File: config.mk
export PLATFORM = sky130hd
export DESIGN_NAME = rpDrive
export DESIGN_NICKNAME = d
export VERILOG_FILES = /design/src/rtl/rpPkg.sv /design/src/rtl/rpWriteDecode.sv /design/src/rtl/rpAddrRegs.sv /design/src/rtl/rpDriveCtrl.sv /design/src/rtl/rpErr1.sv /design/src/rtl/rpDrive.sv
export VERILOG_INCLUDE_DIRS = /design/src /design/src/include
export SDC_FILE = /design/constraint.sdc
export NUM_CORES = 1
export LEC_CHECK = 0
export BUFFER_PORTS_ARGS = -buffer_cell sky130_fd_sc_hd__buf_2
export CORE_ASPECT_RATIO = 1.1
export CORE_MARGIN = 2
export CORE_UTILIZATION = 56
export DETAILED_ROUTE_END_ITERATION = 10
export PLACE_DENSITY = 0.85
export SLEW_MARGIN = 20
export SYNTH_ARGS = -nofsm -noshare
export SYNTH_HDL_FRONTEND = slang
export SYNTH_SLANG_ARGS = --single-unit
File: constraint.sdc
create_clock -name clk -period 3.6 [get_ports clk]
set_input_delay 0.36 -clock clk [delete_from_list [all_inputs] [get_ports clk]]
set_output_delay 0.36 -clock clk [all_outputs]
set_load 0.05 [all_outputs]
File: src/include/rp_params.svh
`ifndef RP_PARAMS_SVH
`define RP_PARAMS_SVH

////////////////////
// Drive geometry
////////////////////

// Highest valid sector within a track
`define RP_LAST_SECTOR 19

// Highest valid track (head) within a cylinder
`define RP_LAST_TRACK 18

// Highest valid cylinder
`define RP_LAST_CYL 814

////////////////////
// Function timing
////////////////////

// Busy cycles of a seek
`define RP_SEEK_CYCLES 8

// Busy cycles of one sector transfer
`define RP_XFER_CYCLES 12

`endif

File: src/rtl/rpPkg.sv
package rpPkg;

   ////////////////////
   // Basic words
   ////////////////////

   // Bus data word
   typedef logic [35:0] rpData_t;

   // Drive register value
   typedef logic [15:0] rpWord_t;

   // Register select on the bus
   typedef logic [4:0] rpRegAddr_t;

   // Register numbers
   localparam rpRegAddr_t REG_CS1 = 5'o00;
   localparam rpRegAddr_t REG_ER1 = 5'o02;
   localparam rpRegAddr_t REG_DA  = 5'o05;
   localparam rpRegAddr_t REG_OF  = 5'o11;
   localparam rpRegAddr_t REG_DC  = 5'o25;

   // Disk address fields
   typedef logic [5:0] rpSector_t;
   typedef logic [5:0] rpTrack_t;
   typedef logic [9:0] rpCyl_t;

   // Function code, CS1 bits 5:1
   typedef logic [4:0] rpFunc_t;

   localparam rpFunc_t FN_NOP    = 5'o00;
   localparam rpFunc_t FN_SEEK   = 5'o02;
   localparam rpFunc_t FN_DRVCLR = 5'o04;
   localparam rpFunc_t FN_WRITE  = 5'o30;
   localparam rpFunc_t FN_READ   = 5'o34;

   ////////////////////
   // Engine and events
   ////////////////////

   // Function engine states
   typedef enum logic [2:0] {
      ST_IDLE,
      ST_CLEAR,
      ST_ILLFUN,
      ST_INVADDR,
      ST_WRLOCK,
      ST_SEEK,
      ST_XFER
   } rpState_t;

   // Registered write strobes with their data
   typedef struct packed {
      logic    cs1;
      logic    da;
      logic    of;
      logic    dc;
      logic    er1;
      logic    refused;
      rpData_t data;
   } rpWrites_t;

   // One-cycle event pulses toward the error register
   typedef struct packed {
      logic clear;
      logic illFun;
      logic invAddr;
      logic wrLock;
      logic addrOverflow;
   } rpEvents_t;

endpackage

File: src/rtl/rpWriteDecode.sv
`timescale 1ns/1ps

module rpWriteDecode (
   input  logic              clk,
   input  logic              rst,
   input  logic              busWrite,
   input  rpPkg::rpRegAddr_t busAddr,
   input  rpPkg::rpData_t    busData,
   input  logic              dry,
   output rpPkg::rpWrites_t  writes
);

   import rpPkg::*;

   // Raw register hits
   logic isCs1;
   logic isDa;
   logic isOf;
   logic isDc;
   logic isEr1;
   logic isDrive;

   // Strobes in struct order: cs1, da, of, dc, er1, refused
   logic [5:0] strobeQ;
   rpData_t    dataQ;

   ////////////////////
   // Address decode
   ////////////////////

   always_comb
   begin
      isCs1   = busWrite && (busAddr == REG_CS1);
      isDa    = busWrite && (busAddr == REG_DA);
      isOf    = busWrite && (busAddr == REG_OF);
      isDc    = busWrite && (busAddr == REG_DC);
      isEr1   = busWrite && (busAddr == REG_ER1);
      // Registers that refuse changes while busy
      isDrive = isCs1 || isDa || isOf || isDc;
   end

   // Strobes registered, one cycle after the bus write
   always_ff @(posedge clk or posedge rst)
   begin
      if (rst)
      begin
         strobeQ <= '0;
      end
      else
      begin
         strobeQ[5] <= isCs1 && dry;
         strobeQ[4] <= isDa && dry;
         strobeQ[3] <= isOf && dry;
         strobeQ[2] <= isDc && dry;
         // ER1 always gets through, even when busy
         strobeQ[1] <= isEr1;
         // Busy drive turns the write into a refusal
         strobeQ[0] <= isDrive && !dry;
      end
   end

   // Data word follows the strobe it belongs to
   always_ff @(posedge clk)
   begin
      if (busWrite)
      begin
         dataQ <= busData;
      end
   end

   assign writes = {strobeQ, dataQ};

endmodule

File: src/rtl/rpAddrRegs.sv
`timescale 1ns/1ps

`include "rp_params.svh"

module rpAddrRegs (
   input  logic             clk,
   input  logic             rst,
   input  logic             clr,
   input  rpPkg::rpWrites_t writes,
   input  logic             incSector,
   input  logic             clear,
   output rpPkg::rpWord_t   rpDa,
   output rpPkg::rpWord_t   rpDc,
   output logic             addrValid,
   output logic             addrOverflow
);

   import rpPkg::*;

   // Geometry limits in field widths
   localparam rpSector_t LastSector = rpSector_t'(`RP_LAST_SECTOR);
   localparam rpTrack_t  LastTrack  = rpTrack_t'(`RP_LAST_TRACK);
   localparam rpCyl_t    LastCyl    = rpCyl_t'(`RP_LAST_CYL);

   rpSector_t sector;
   rpTrack_t  track;
   rpCyl_t    cyl;

   // End-of-field flags for the carry chain
   logic atLastSector;
   logic atLastTrack;
   logic atLastCyl;

   always_comb
   begin
      atLastSector = (sector == LastSector);
      atLastTrack  = (track == LastTrack);
      atLastCyl    = (cyl == LastCyl);
   end

   ////////////////////
   // Address fields
   ////////////////////

   always_ff @(posedge clk or posedge rst)
   begin
      if (rst)
      begin
         sector <= '0;
         track  <= '0;
         cyl    <= '0;
      end
      else if (clr || clear)
      begin
         sector <= '0;
         track  <= '0;
         cyl    <= '0;
      end
      else if (writes.da || writes.dc)
      begin
         // DA: track in 13:8, sector in 5:0
         if (writes.da)
         begin
            sector <= writes.data[5:0];
            track  <= writes.data[13:8];
         end
         // DC: cylinder in 9:0
         if (writes.dc)
         begin
            cyl <= writes.data[9:0];
         end
      end
      else if (incSector)
      begin
         if (!atLastSector)
         begin
            sector <= sector + 1'b1;
         end
         else
         begin
            // Sector wraps, carry into track
            sector <= '0;
            if (!atLastTrack)
            begin
               track <= track + 1'b1;
            end
            else
            begin
               // Track wraps, carry into cylinder
               track <= '0;
               cyl   <= atLastCyl ? '0 : cyl + 1'b1;
            end
         end
      end
   end

   // Stepping off the final sector of the disk
   assign addrOverflow = incSector && atLastSector && atLastTrack && atLastCyl;

   // Every field inside the geometry
   assign addrValid = (sector <= LastSector) && (track <= LastTrack) && (cyl <= LastCyl);

   // Register images
   assign rpDa = {2'b00, track, 2'b00, sector};
   assign rpDc = {6'b000000, cyl};

endmodule

File: src/rtl/rpDriveCtrl.sv
`timescale 1ns/1ps

`include "rp_params.svh"

module rpDriveCtrl (
   input  logic             clk,
   input  logic             rst,
   input  logic             clr,
   input  rpPkg::rpWrites_t writes,
   input  logic             addrValid,
   input  logic             writeLock,
   output rpPkg::rpEvents_t events,
   output logic             incSector,
   output logic             dry
);

   import rpPkg::*;

   // Counter sized for the longer of the two busy times
   localparam int MaxCycles = (`RP_XFER_CYCLES > `RP_SEEK_CYCLES) ?
                              `RP_XFER_CYCLES : `RP_SEEK_CYCLES;
   localparam int CntWidth  = $clog2(MaxCycles + 1);

   // Counter loads, last busy cycle at zero
   localparam logic [CntWidth-1:0] SeekLoad = CntWidth'(`RP_SEEK_CYCLES - 1);
   localparam logic [CntWidth-1:0] XferLoad = CntWidth'(`RP_XFER_CYCLES - 1);

   rpState_t            state;
   rpState_t            startState;
   logic [CntWidth-1:0] busyCnt;

   // Function request from a CS1 write
   logic    cs1Go;
   rpFunc_t func;

   ////////////////////
   // Function decode
   ////////////////////

   always_comb
   begin
      // GO is CS1 bit 0
      cs1Go = writes.cs1 && writes.data[0];
      func  = writes.data[5:1];

      case (func)
         FN_NOP:
         begin
            startState = ST_IDLE;
         end
         FN_DRVCLR:
         begin
            startState = ST_CLEAR;
         end
         FN_SEEK, FN_READ, FN_WRITE:
         begin
            // Address check comes before write lock
            if (!addrValid)
               startState = ST_INVADDR;
            else if ((func == FN_WRITE) && writeLock)
               startState = ST_WRLOCK;
            else if (func == FN_SEEK)
               startState = ST_SEEK;
            else
               startState = ST_XFER;
         end
         default:
         begin
            startState = ST_ILLFUN;
         end
      endcase
   end

   ////////////////////
   // State machine
   ////////////////////

   always_ff @(posedge clk or posedge rst)
   begin
      if (rst)
      begin
         state   <= ST_IDLE;
         busyCnt <= '0;
      end
      else if (clr)
      begin
         // Controller clear aborts any function
         state   <= ST_IDLE;
         busyCnt <= '0;
      end
      else
      begin
         case (state)
            ST_SEEK, ST_XFER:
            begin
               if (busyCnt == '0)
                  state <= ST_IDLE;
               else
                  busyCnt <= busyCnt - 1'b1;
            end
            default:
            begin
               // Idle and one-cycle states accept a new function
               if (cs1Go)
               begin
                  state   <= startState;
                  busyCnt <= (startState == ST_SEEK) ? SeekLoad : XferLoad;
               end
               else
               begin
                  state <= ST_IDLE;
               end
            end
         endcase
      end
   end

   // Event pulses, one per one-cycle state
   always_comb
   begin
      events         = '0;
      events.clear   = (state == ST_CLEAR);
      events.illFun  = (state == ST_ILLFUN);
      events.invAddr = (state == ST_INVADDR);
      events.wrLock  = (state == ST_WRLOCK);
      // Overflow belongs to the address counter
      events.addrOverflow = 1'b0;
   end

   // Sector advances on the last transfer cycle
   assign incSector = (state == ST_XFER) && (busyCnt == '0);

   // Ready unless a counted function is running
   assign dry = (state != ST_SEEK) && (state != ST_XFER);

endmodule

File: src/rtl/rpErr1.sv
`timescale 1ns/1ps

module rpErr1 (
   input  logic             clk,
   input  logic             rst,
   input  logic             clr,
   input  rpPkg::rpWrites_t writes,
   input  rpPkg::rpEvents_t events,
   input  logic             addrOverflow,
   output rpPkg::rpWord_t   rpEr1
);

   import rpPkg::*;

   ////////////////////
   // Flag positions
   ////////////////////

   // 15 DCK, 14 UNS, 13 IOP, 12 DTE
   // 11 WLE, 10 IAE,  9 AOE,  8 HCRC
   //  7 HCE,  6 ECH,  5 WCF,  4 FER
   //  3 PAR,  2 RMR,  1 ILR,  0 ILF

   // Flags with a hardware source
   localparam int BitWle = 11;
   localparam int BitIae = 10;
   localparam int BitAoe = 9;
   localparam int BitRmr = 2;
   localparam int BitIlf = 0;

   rpWord_t hwSet;
   rpWord_t flags;
   logic    flagClear;

   // Drive clear function or controller clear
   assign flagClear = clr || events.clear;

   // Hardware set mask
   always_comb
   begin
      hwSet         = '0;
      hwSet[BitWle] = events.wrLock;
      hwSet[BitIae] = events.invAddr;
      // Overflow from the address counter
      hwSet[BitAoe] = addrOverflow;
      // Refused write while busy
      hwSet[BitRmr] = writes.refused;
      hwSet[BitIlf] = events.illFun;
   end

   ////////////////////
   // Error flags
   ////////////////////

   // Per flag: clear, then register write, then hardware set
   always_ff @(posedge clk or posedge rst)
   begin
      if (rst)
      begin
         flags <= '0;
      end
      else if (flagClear)
      begin
         flags <= '0;
      end
      else if (writes.er1)
      begin
         // Whole word loaded from data bits 15:0
         flags <= writes.data[15:0];
      end
      else
      begin
         // Hardware sets are sticky
         flags <= flags | hwSet;
      end
   end

   assign rpEr1 = flags;

endmodule

File: src/rtl/rpDrive.sv
`timescale 1ns/1ps

module rpDrive (
   input  logic              clk,
   input  logic              rst,
   input  logic              clr,
   input  logic              busWrite,
   input  rpPkg::rpRegAddr_t busAddr,
   input  rpPkg::rpData_t    busData,
   input  logic              writeLock,
   output rpPkg::rpWord_t    rpEr1,
   output rpPkg::rpWord_t    rpDa,
   output rpPkg::rpWord_t    rpDc,
   output rpPkg::rpWord_t    rpDs
);

   import rpPkg::*;

   // Stage 1 to stage 2 and 3
   rpWrites_t writes;

   // Stage 2 internals
   rpEvents_t events;
   logic      dry;
   logic      incSector;
   logic      addrValid;
   logic      addrOverflow;

   ////////////////////
   // Stage 1
   ////////////////////

   rpWriteDecode i_writeDecode (
      .clk      (clk),
      .rst      (rst),
      .busWrite (busWrite),
      .busAddr  (busAddr),
      .busData  (busData),
      .dry      (dry),
      .writes   (writes)
   );

   ////////////////////
   // Stage 2
   ////////////////////

   rpAddrRegs i_addrRegs (
      .clk          (clk),
      .rst          (rst),
      .clr          (clr),
      .writes       (writes),
      .incSector    (incSector),
      .clear        (events.clear),
      .rpDa         (rpDa),
      .rpDc         (rpDc),
      .addrValid    (addrValid),
      .addrOverflow (addrOverflow)
   );

   rpDriveCtrl i_driveCtrl (
      .clk       (clk),
      .rst       (rst),
      .clr       (clr),
      .writes    (writes),
      .addrValid (addrValid),
      .writeLock (writeLock),
      .events    (events),
      .incSector (incSector),
      .dry       (dry)
   );

   ////////////////////
   // Stage 3
   ////////////////////

   rpErr1 i_err1 (
      .clk          (clk),
      .rst          (rst),
      .clr          (clr),
      .writes       (writes),
      .events       (events),
      .addrOverflow (addrOverflow),
      .rpEr1        (rpEr1)
   );

   // Status word
   always_comb
   begin
      rpDs     = '0;
      // ERR when any ER1 flag is up
      rpDs[14] = |rpEr1;
      // Write lock switch
      rpDs[11] = writeLock;
      // Drive ready
      rpDs[7]  = dry;
   end

endmodule

==> impl_metrics.tcl, run 1 <==
set metrics [dict create \
    outcome "complete, no violations" \
    yosysUniqueCellTypes 61 \
    gp_congestion 0.889 \
    max_freq_mhz 433 \
    netlist_instances 376 \
    via_per_inst 6.18 \
    cts_tree "built" \
    first_iter_violations 245 \
    post-route-drc-count 0 \
    core_um2 6270 \
    cp-start-kind "flop" \
    crit_required_ns 3.83 \
    rrSetupSlack_ns 1.29 \
    die_x_um 81.2 \
    power_density_nw_per_um2 441 \
    irDropWorstVdd_v 0.000332 \
    first_pass_iters 5 \
    crit_type "flop to flop" \
    fillers 496 \
    relSlewSlack_pct 40.2 \
    hp-class "input pin to async pin" \
    cts_sinks 66 \
    io_buffers 66 \
    timing.rr.start "i_addrRegs.track[0]" \
    fin_skew_ns 0.00897 \
    setup_viol 0 \
    cts_buffers 9 \
    swShare_pct 28.4 \
    ys_ff_latch 66 \
    path_clk_slew_ns 0.07 \
    rsz0062_at_grt "false" \
    drt_wl_total_um 9160 \
    drv_slew 0 \
    switchingPower_uw 525 \
    drv_cap 0 \
    pwr-share-seq_pct 45.5 \
    ant_nets 0 \
    holdWs_ns 0.169 \
    p_clk_share_pct 40.5 \
    synth-xor-area-share_pct 0.716 \
    final_common_cell "buf_2" \
    vias 3236 \
    synth_mux_area_share_pct 3.89 \
    post-route-period-util_pct 64.2 \
    synth-simple-area-share_pct 19.1 \
    diodes 0 \
    area_delta_synth_final_pct 14.1 \
    critPathCapture "i_addrRegs.cyl[4]" \
    clockRootBuffer "clkbuf_8" \
    p_int_uw 1320 \
    antenna_found_initial 0 \
    crit_path_start "i_addrRegs.track[0]" \
    synth_warnings 0 \
    placed_area_um2 3950 \
    cp.arrival_ns 2.54 \
    grt_max_degree 51 \
    drive_gt1_share_pct 21.2 \
    r2r_end "i_addrRegs.cyl[4]" \
    finalPower_uw 1850 \
    dieArea_um2 7220 \
    reg2reg_depth 7 \
    crit_fanout 14 \
    worstSkewPairLatency_ns 0.35 \
    fin_nets 492 \
    initial_core_util_pct 58.5 \
    cts_setup_buffers 0 \
    drt-wirelength-per-cell_um 17.5 \
    async_reset_ff_share_pct 75.8 \
    p_leak_uw 0.00190 \
    synth_edf_count 16 \
    cp-end-kind "flop" \
    finalHoldViolCount 0 \
    final_cell_mix "66 x buf_2, 50 x dfrtp_1, 35 x nor2_1" \
    cts_max_level 3 \
    cts_buffer_depth 2 \
    grt_pass1_vias 3044 \
    ios 110 \
    grt_pass1_wl_um 14900 \
    synth_top_family_by_area "simple AND/OR/NAND/NOR gates" \
    tightest_slew_ns 0.897 \
    die_h_um 88.9 \
    yosysSeqAreaShare_pct 47.2 \
    finalSetupTns_ns 0 \
    syn_avg_cell_area_um2 9.76 \
    final.min_clock_period_ns 2.31 \
    hold_buffers 0 \
    globalRouteOverflowTotal 0 \
    fp-row-count 30 \
    synth_compound_area_share_pct 17.7 \
    syn_area_um2 3670 \
    gr-usage-all-layers_pct 27.4 \
    combPwrFrac_pct 14.0 \
    synth-main-ff-cell "dfrtp_1" \
    cts.repair.resized 0 \
    synthAdderAreaFrac_pct 2.39 \
    final_core_util_pct 66.8 \
    hpwl_um 6260 \
    stdcell_area_um2 4190 \
]
[cell usage after synthesis, drive strengths merged, types with 4 or more instances]
master  number  area share (%)
nor3        21             2.9
a31oi        5            0.85
ha           7             2.4
o21ai       27             3.7
nor2b        4            0.68
clkbuf      11             1.1
nor3b        5             1.2
mux2i       12             3.3
nand3       11             1.5
inv         22             2.3
nor4         9             1.7
nand2       21             2.1
o31ai        9             2.0
and3         5            0.85
nor2        35             3.6
dfrtp       50              34
a211oi       4            0.82
buf         27             5.6
nand4        4            0.68
edfxtp      16              13
a21oi       17             2.3
[routing by layer]
metal / global-route usage (%) / part of all wire, %
met5: 0 / 0
met4: 11.1 / 2.4
met3: 6.57 / 8.4
met2: 45.5 / 51
met1: 34.7 / 39
[stage by stage]
step                      std cells  setup WS (ns)
after global routing            524           1.10
after global placement          508           1.36
after floorplan                 398           1.21
final                           524           1.29
after detailed placement        508           1.33
after CTS                       524           1.30
[state kept, by name, indices dropped and copies added (netlist names)]
| signal | count |
|---|---|
| i_addrRegs.cyl | 10 |
| i_addrRegs.sector | 6 |
| i_addrRegs.track | 6 |
| i_driveCtrl.busyCnt | 4 |
| i_driveCtrl.state | 3 |
| i_err1.rpEr1 | 16 |
| i_writeDecode.dataQ | 16 |
| i_writeDecode.strobeQ | 5 |
[final cells by class]
| cell class | count | area [µm²] | area share [%] |
|---|---|---|---|
| Inverter | 22 | 83.8 | 2.00 |
| Multi-Input combinational cell | 272 | 1690 | 40.4 |
| Timing Repair Buffer | 68 | 345 | 8.24 |
| Tap cell | 80 | 100 | 2.39 |
| Clock buffer | 11 | 131 | 3.14 |
| Sequential cell | 66 | 1730 | 41.3 |
| Clock inverter | 5 | 104 | 2.48 |
[critical path, cell delays in order (launching register included)]
cell      delay [ns]
dfrtp_1         0.45
inv_1           0.08
ha_1            0.15
nor4bb_1        0.38
nand2b_1        0.26
o311a_4         0.44
a31o_1          0.22
a32o_1          0.21
[how the worst min path moves through the flow]
stage | from | to | slack [ns] | depth (start not counted)
2_1_floorplan | busAddr[3] | i_writeDecode.strobeQ[2] | 0.43 | 1
3_3_place_gp | i_writeDecode.dataQ[15] | i_err1.rpEr1[15] | 0.48 | 2
3_5_place_dp | i_writeDecode.dataQ[14] | i_err1.rpEr1[14] | 0.50 | 2
4_1_cts | busData[0] | i_writeDecode.dataQ[0] | 0.17 | 1
5_1_grt | busData[3] | i_writeDecode.dataQ[3] | 0.16 | 1
6_report | rst | i_driveCtrl.busyCnt[1] | 0.17 | 2
[cell families after synthesis]
logic type | count (synthesis)
xor+xnor | 3
compound gates | 94
simple gates | 131
other cells | 1
flops | 66
buf+inv | 60
mux | 14
fa+ha+maj | 7
[power groups by stage]
stage               clock, µW  combinational [µW]  sequential, µW
finish                    748                 259             841
global route              795                 280             844
CTS                       756                 259             840
detailed placement          0                 258             854
global placement            0                 253             852
floorplan                   0                 170             893
Note: power is estimated with default switching activity, not from simulation.
==> inputs of run 2 (changes only) <==
--- a/config.mk
+++ b/config.mk
@@ -9,9 +9,9 @@
 export BUFFER_PORTS_ARGS = -buffer_cell sky130_fd_sc_hd__buf_2
 export CORE_ASPECT_RATIO = 1.1
 export CORE_MARGIN = 2
-export CORE_UTILIZATION = 56
+export CORE_UTILIZATION = 52
 export DETAILED_ROUTE_END_ITERATION = 10
-export PLACE_DENSITY = 0.85
+export PLACE_DENSITY = 0.79
 export SLEW_MARGIN = 20
 export SYNTH_ARGS = -nofsm -noshare
 export SYNTH_HDL_FRONTEND = slang
==> constraint.sdc (replaced) <==
create_clock -name clk -period 2.3 [get_ports clk]
set_input_delay 0.23 -clock clk [delete_from_list [all_inputs] [get_ports clk]]
set_output_delay 0.23 -clock clk [all_outputs]
set_load 0.05 [all_outputs]
==> run 2 against run 1 <==
Effect of this change: clock power rose by 33%; clock-buffer cell count down 2; hold slack got worse by 0.11 ns; non-clock buffer count rose by 13; die area is 7.3% higher; total power increased by 47%; sequential share of layout area down 0.73 points; largest cell class unchanged; register-to-register slack got worse by 1.2 ns; via count decreased by 1.5%; final area grew 1.9%; flip-flop and latch count unchanged; critical path depth down 1.
==> impl_metrics.tcl, run 2 (synthesis gave the netlist of run 1 again) <==
set metrics [dict create \
    drv_slew 0 \
    grt_pass1_vias 3017 \
    io_buffers 66 \
    rsz0062_at_grt "false" \
    crit_type "flop to flop" \
    drt-wirelength-per-cell_um 16.6 \
    p_clk_share_pct 36.4 \
    placed_area_um2 4050 \
    cp-end-kind "flop" \
    grt_util_met1_pct 32.3 \
    fin_skew_ns 0.0124 \
    multi_input_area_um2 1700 \
    crit_fanout 14 \
    pwr-share-seq_pct 48.1 \
    fillers 609 \
    first_pass_iters 5 \
    gr-usage-all-layers_pct 24.1 \
    antenna_found_initial 0 \
    gp_congestion 0.904 \
    grt_max_degree 27 \
    path_clk_slew_ns 0.08 \
    cp-start-kind "flop" \
    cts_buffers 9 \
    p_int_uw 1870 \
    final.min_clock_period_ns 2.17 \
    area_delta_synth_final_pct 16.4 \
    grt_pass1_wl_um 14900 \
    finalHoldViolCount 0 \
    switchingPower_uw 857 \
    dpl.cell_count 525 \
    fin_cells 542 \
    hpwl_um 6530 \
    power_density_nw_per_um2 638 \
    core_um2 6930 \
    irDropWorstVdd_v 0.000510 \
    hp-class "input pin to flop" \
    path_buf_inv 0 \
    via_per_inst 5.88 \
    relSlewSlack_pct 66.5 \
    fp-row-count 32 \
    cp_cell_sequence "ha_1 -> or3b_4 -> nand4b_4 -> o311a_4 -> a31o_1 -> a32o_1" \
    die_h_um 92.1 \
    crit_required_ns 2.54 \
    max_freq_mhz 461 \
    setup_viol 0 \
    cp_slowest_cell "o311a_4" \
    regArea_um2 1730 \
    outcome "complete, no violations" \
    post-route-period-util_pct 94.4 \
    final_common_cell "buf_2" \
    vias 3187 \
    finalSetupTns_ns 0 \
    p_leak_uw 0.00194 \
    cts_sinks 66 \
    use_met2_pct 39.2 \
    ant_nets 0 \
    cts_tree "built" \
    cp.arrival_ns 2.41 \
    combPwrFrac_pct 15.5 \
    diodes 0 \
    worstSkewPairLatency_ns 0.35 \
    globalRouteOverflowTotal 0 \
    final_cell_mix "66 x buf_2, 48 x dfrtp_1, 34 x nor2_1" \
    drive_gt1_share_pct 24.5 \
    die_x_um 84.1 \
    cpPeakStageDelay_ns 0.42 \
    fin_nets 505 \
    first_iter_violations 292 \
    drv_cap 0 \
    clockRootBuffer "clkbuf_8" \
    final_core_util_pct 61.7 \
    stdcell_area_um2 4270 \
    finalPower_uw 2730 \
    cts_setup_buffers 0 \
    cts_max_level 3 \
    tightest_slew_ns 0.497 \
    ios 110 \
    cpLargestDelayFamily "compound AO/OA/AOI/OAI gates" \
    swShare_pct 31.4 \
    post-route-drc-count 0 \
    dieArea_um2 7750 \
    grtUsageMet3_pct 5.31 \
    initial_core_util_pct 53.0 \
    drt_wl_total_um 8980 \
    cts_buffer_depth 2 \
    grt-busiest-layer "met2" \
]
## run 2: cell count changes in the layout (fill, tap and decap cells not counted), sizes merged
cell,previous run,this run
dlygate4sd3,0,1
inv,21,24
buf,68,80
clkbuf,11,9
clkinvlp,0,2
clkinv,3,2
bufinv,3,1
## run 2: cell type report
type                            count  area share [%]
Clock inverter                      7            1.79
Inverter                           22            1.93
Timing Repair Buffer               81            10.4
Tap cell                           85            2.49
Multi-Input combinational cell    272            39.8
Sequential cell                    66            40.6
Clock buffer                        9            2.90
## run 2: worst reg2reg max path, cell delays in order (launching register included)
cell and delay [ns]:
dfrtp_2 0.40, ha_1 0.20, or3b_4 0.41, nand4b_4 0.23
o311a_4 0.42, a31o_1 0.22, a32o_1 0.20
## run 2: what timing repair did
action,4_1_cts,5_1_grt
endpoints found under the hold margin,4,0
resized for setup,0,2
setup endpoints to repair,0,3
hold buffers,1,0
## run 2: path summary, 6_finish.rpt
path	startpoint	end	slack [ns]	cells past startpoint
worst max register to register	i_addrRegs.sector[0]	i_addrRegs.cyl[4]	0.13	6
worst max-delay path	i_addrRegs.sector[0]	i_addrRegs.cyl[4]	0.13	6
worst min-delay path	busData[10]	i_writeDecode.dataQ[10]	0.06	1
worst min register to register	i_writeDecode.dataQ[14]	i_err1.rpEr1[14]	0.50	2
min in group asynchronous	rst	i_driveCtrl.busyCnt[1]	0.30	3
max in group asynchronous	rst	i_addrRegs.track[2]	1.44	4
## run 2: power by group through the flow
stage	clock network [µW]	registers, µW	logic, µW
3_3_place_gp	0	1330	414
5_1_grt	1070	1320	455
6_report	992	1310	422
2_1_floorplan	0	1400	265
4_1_cts	1010	1310	422
3_5_place_dp	0	1340	420
## run 2: stage by stage
| stage | setup WS [ns] | hold slack (ns) |
|---|---|---|
| finish | 0.129 | 0.0553 |
| detailed placement | 0.111 | 0.116 |
| CTS | 0.0850 | 0.0421 |
| floorplan | 0.0690 | 0.300 |
| global route | 0.0159 | 0.0350 |
| global placement | 0.137 | 0.113 |
## run 2: metal layers
metal | vias to the layer above | part of all wire (%) | routed length (µm)
li1 | 1498 | - | -
met1 | 1520 | 42 | 3770
met2 | 153 | 49 | 4380
met3 | 16 | 7.4 | 667
met4 | 0 | 1.8 | 159
met5 | - | 0 | 0
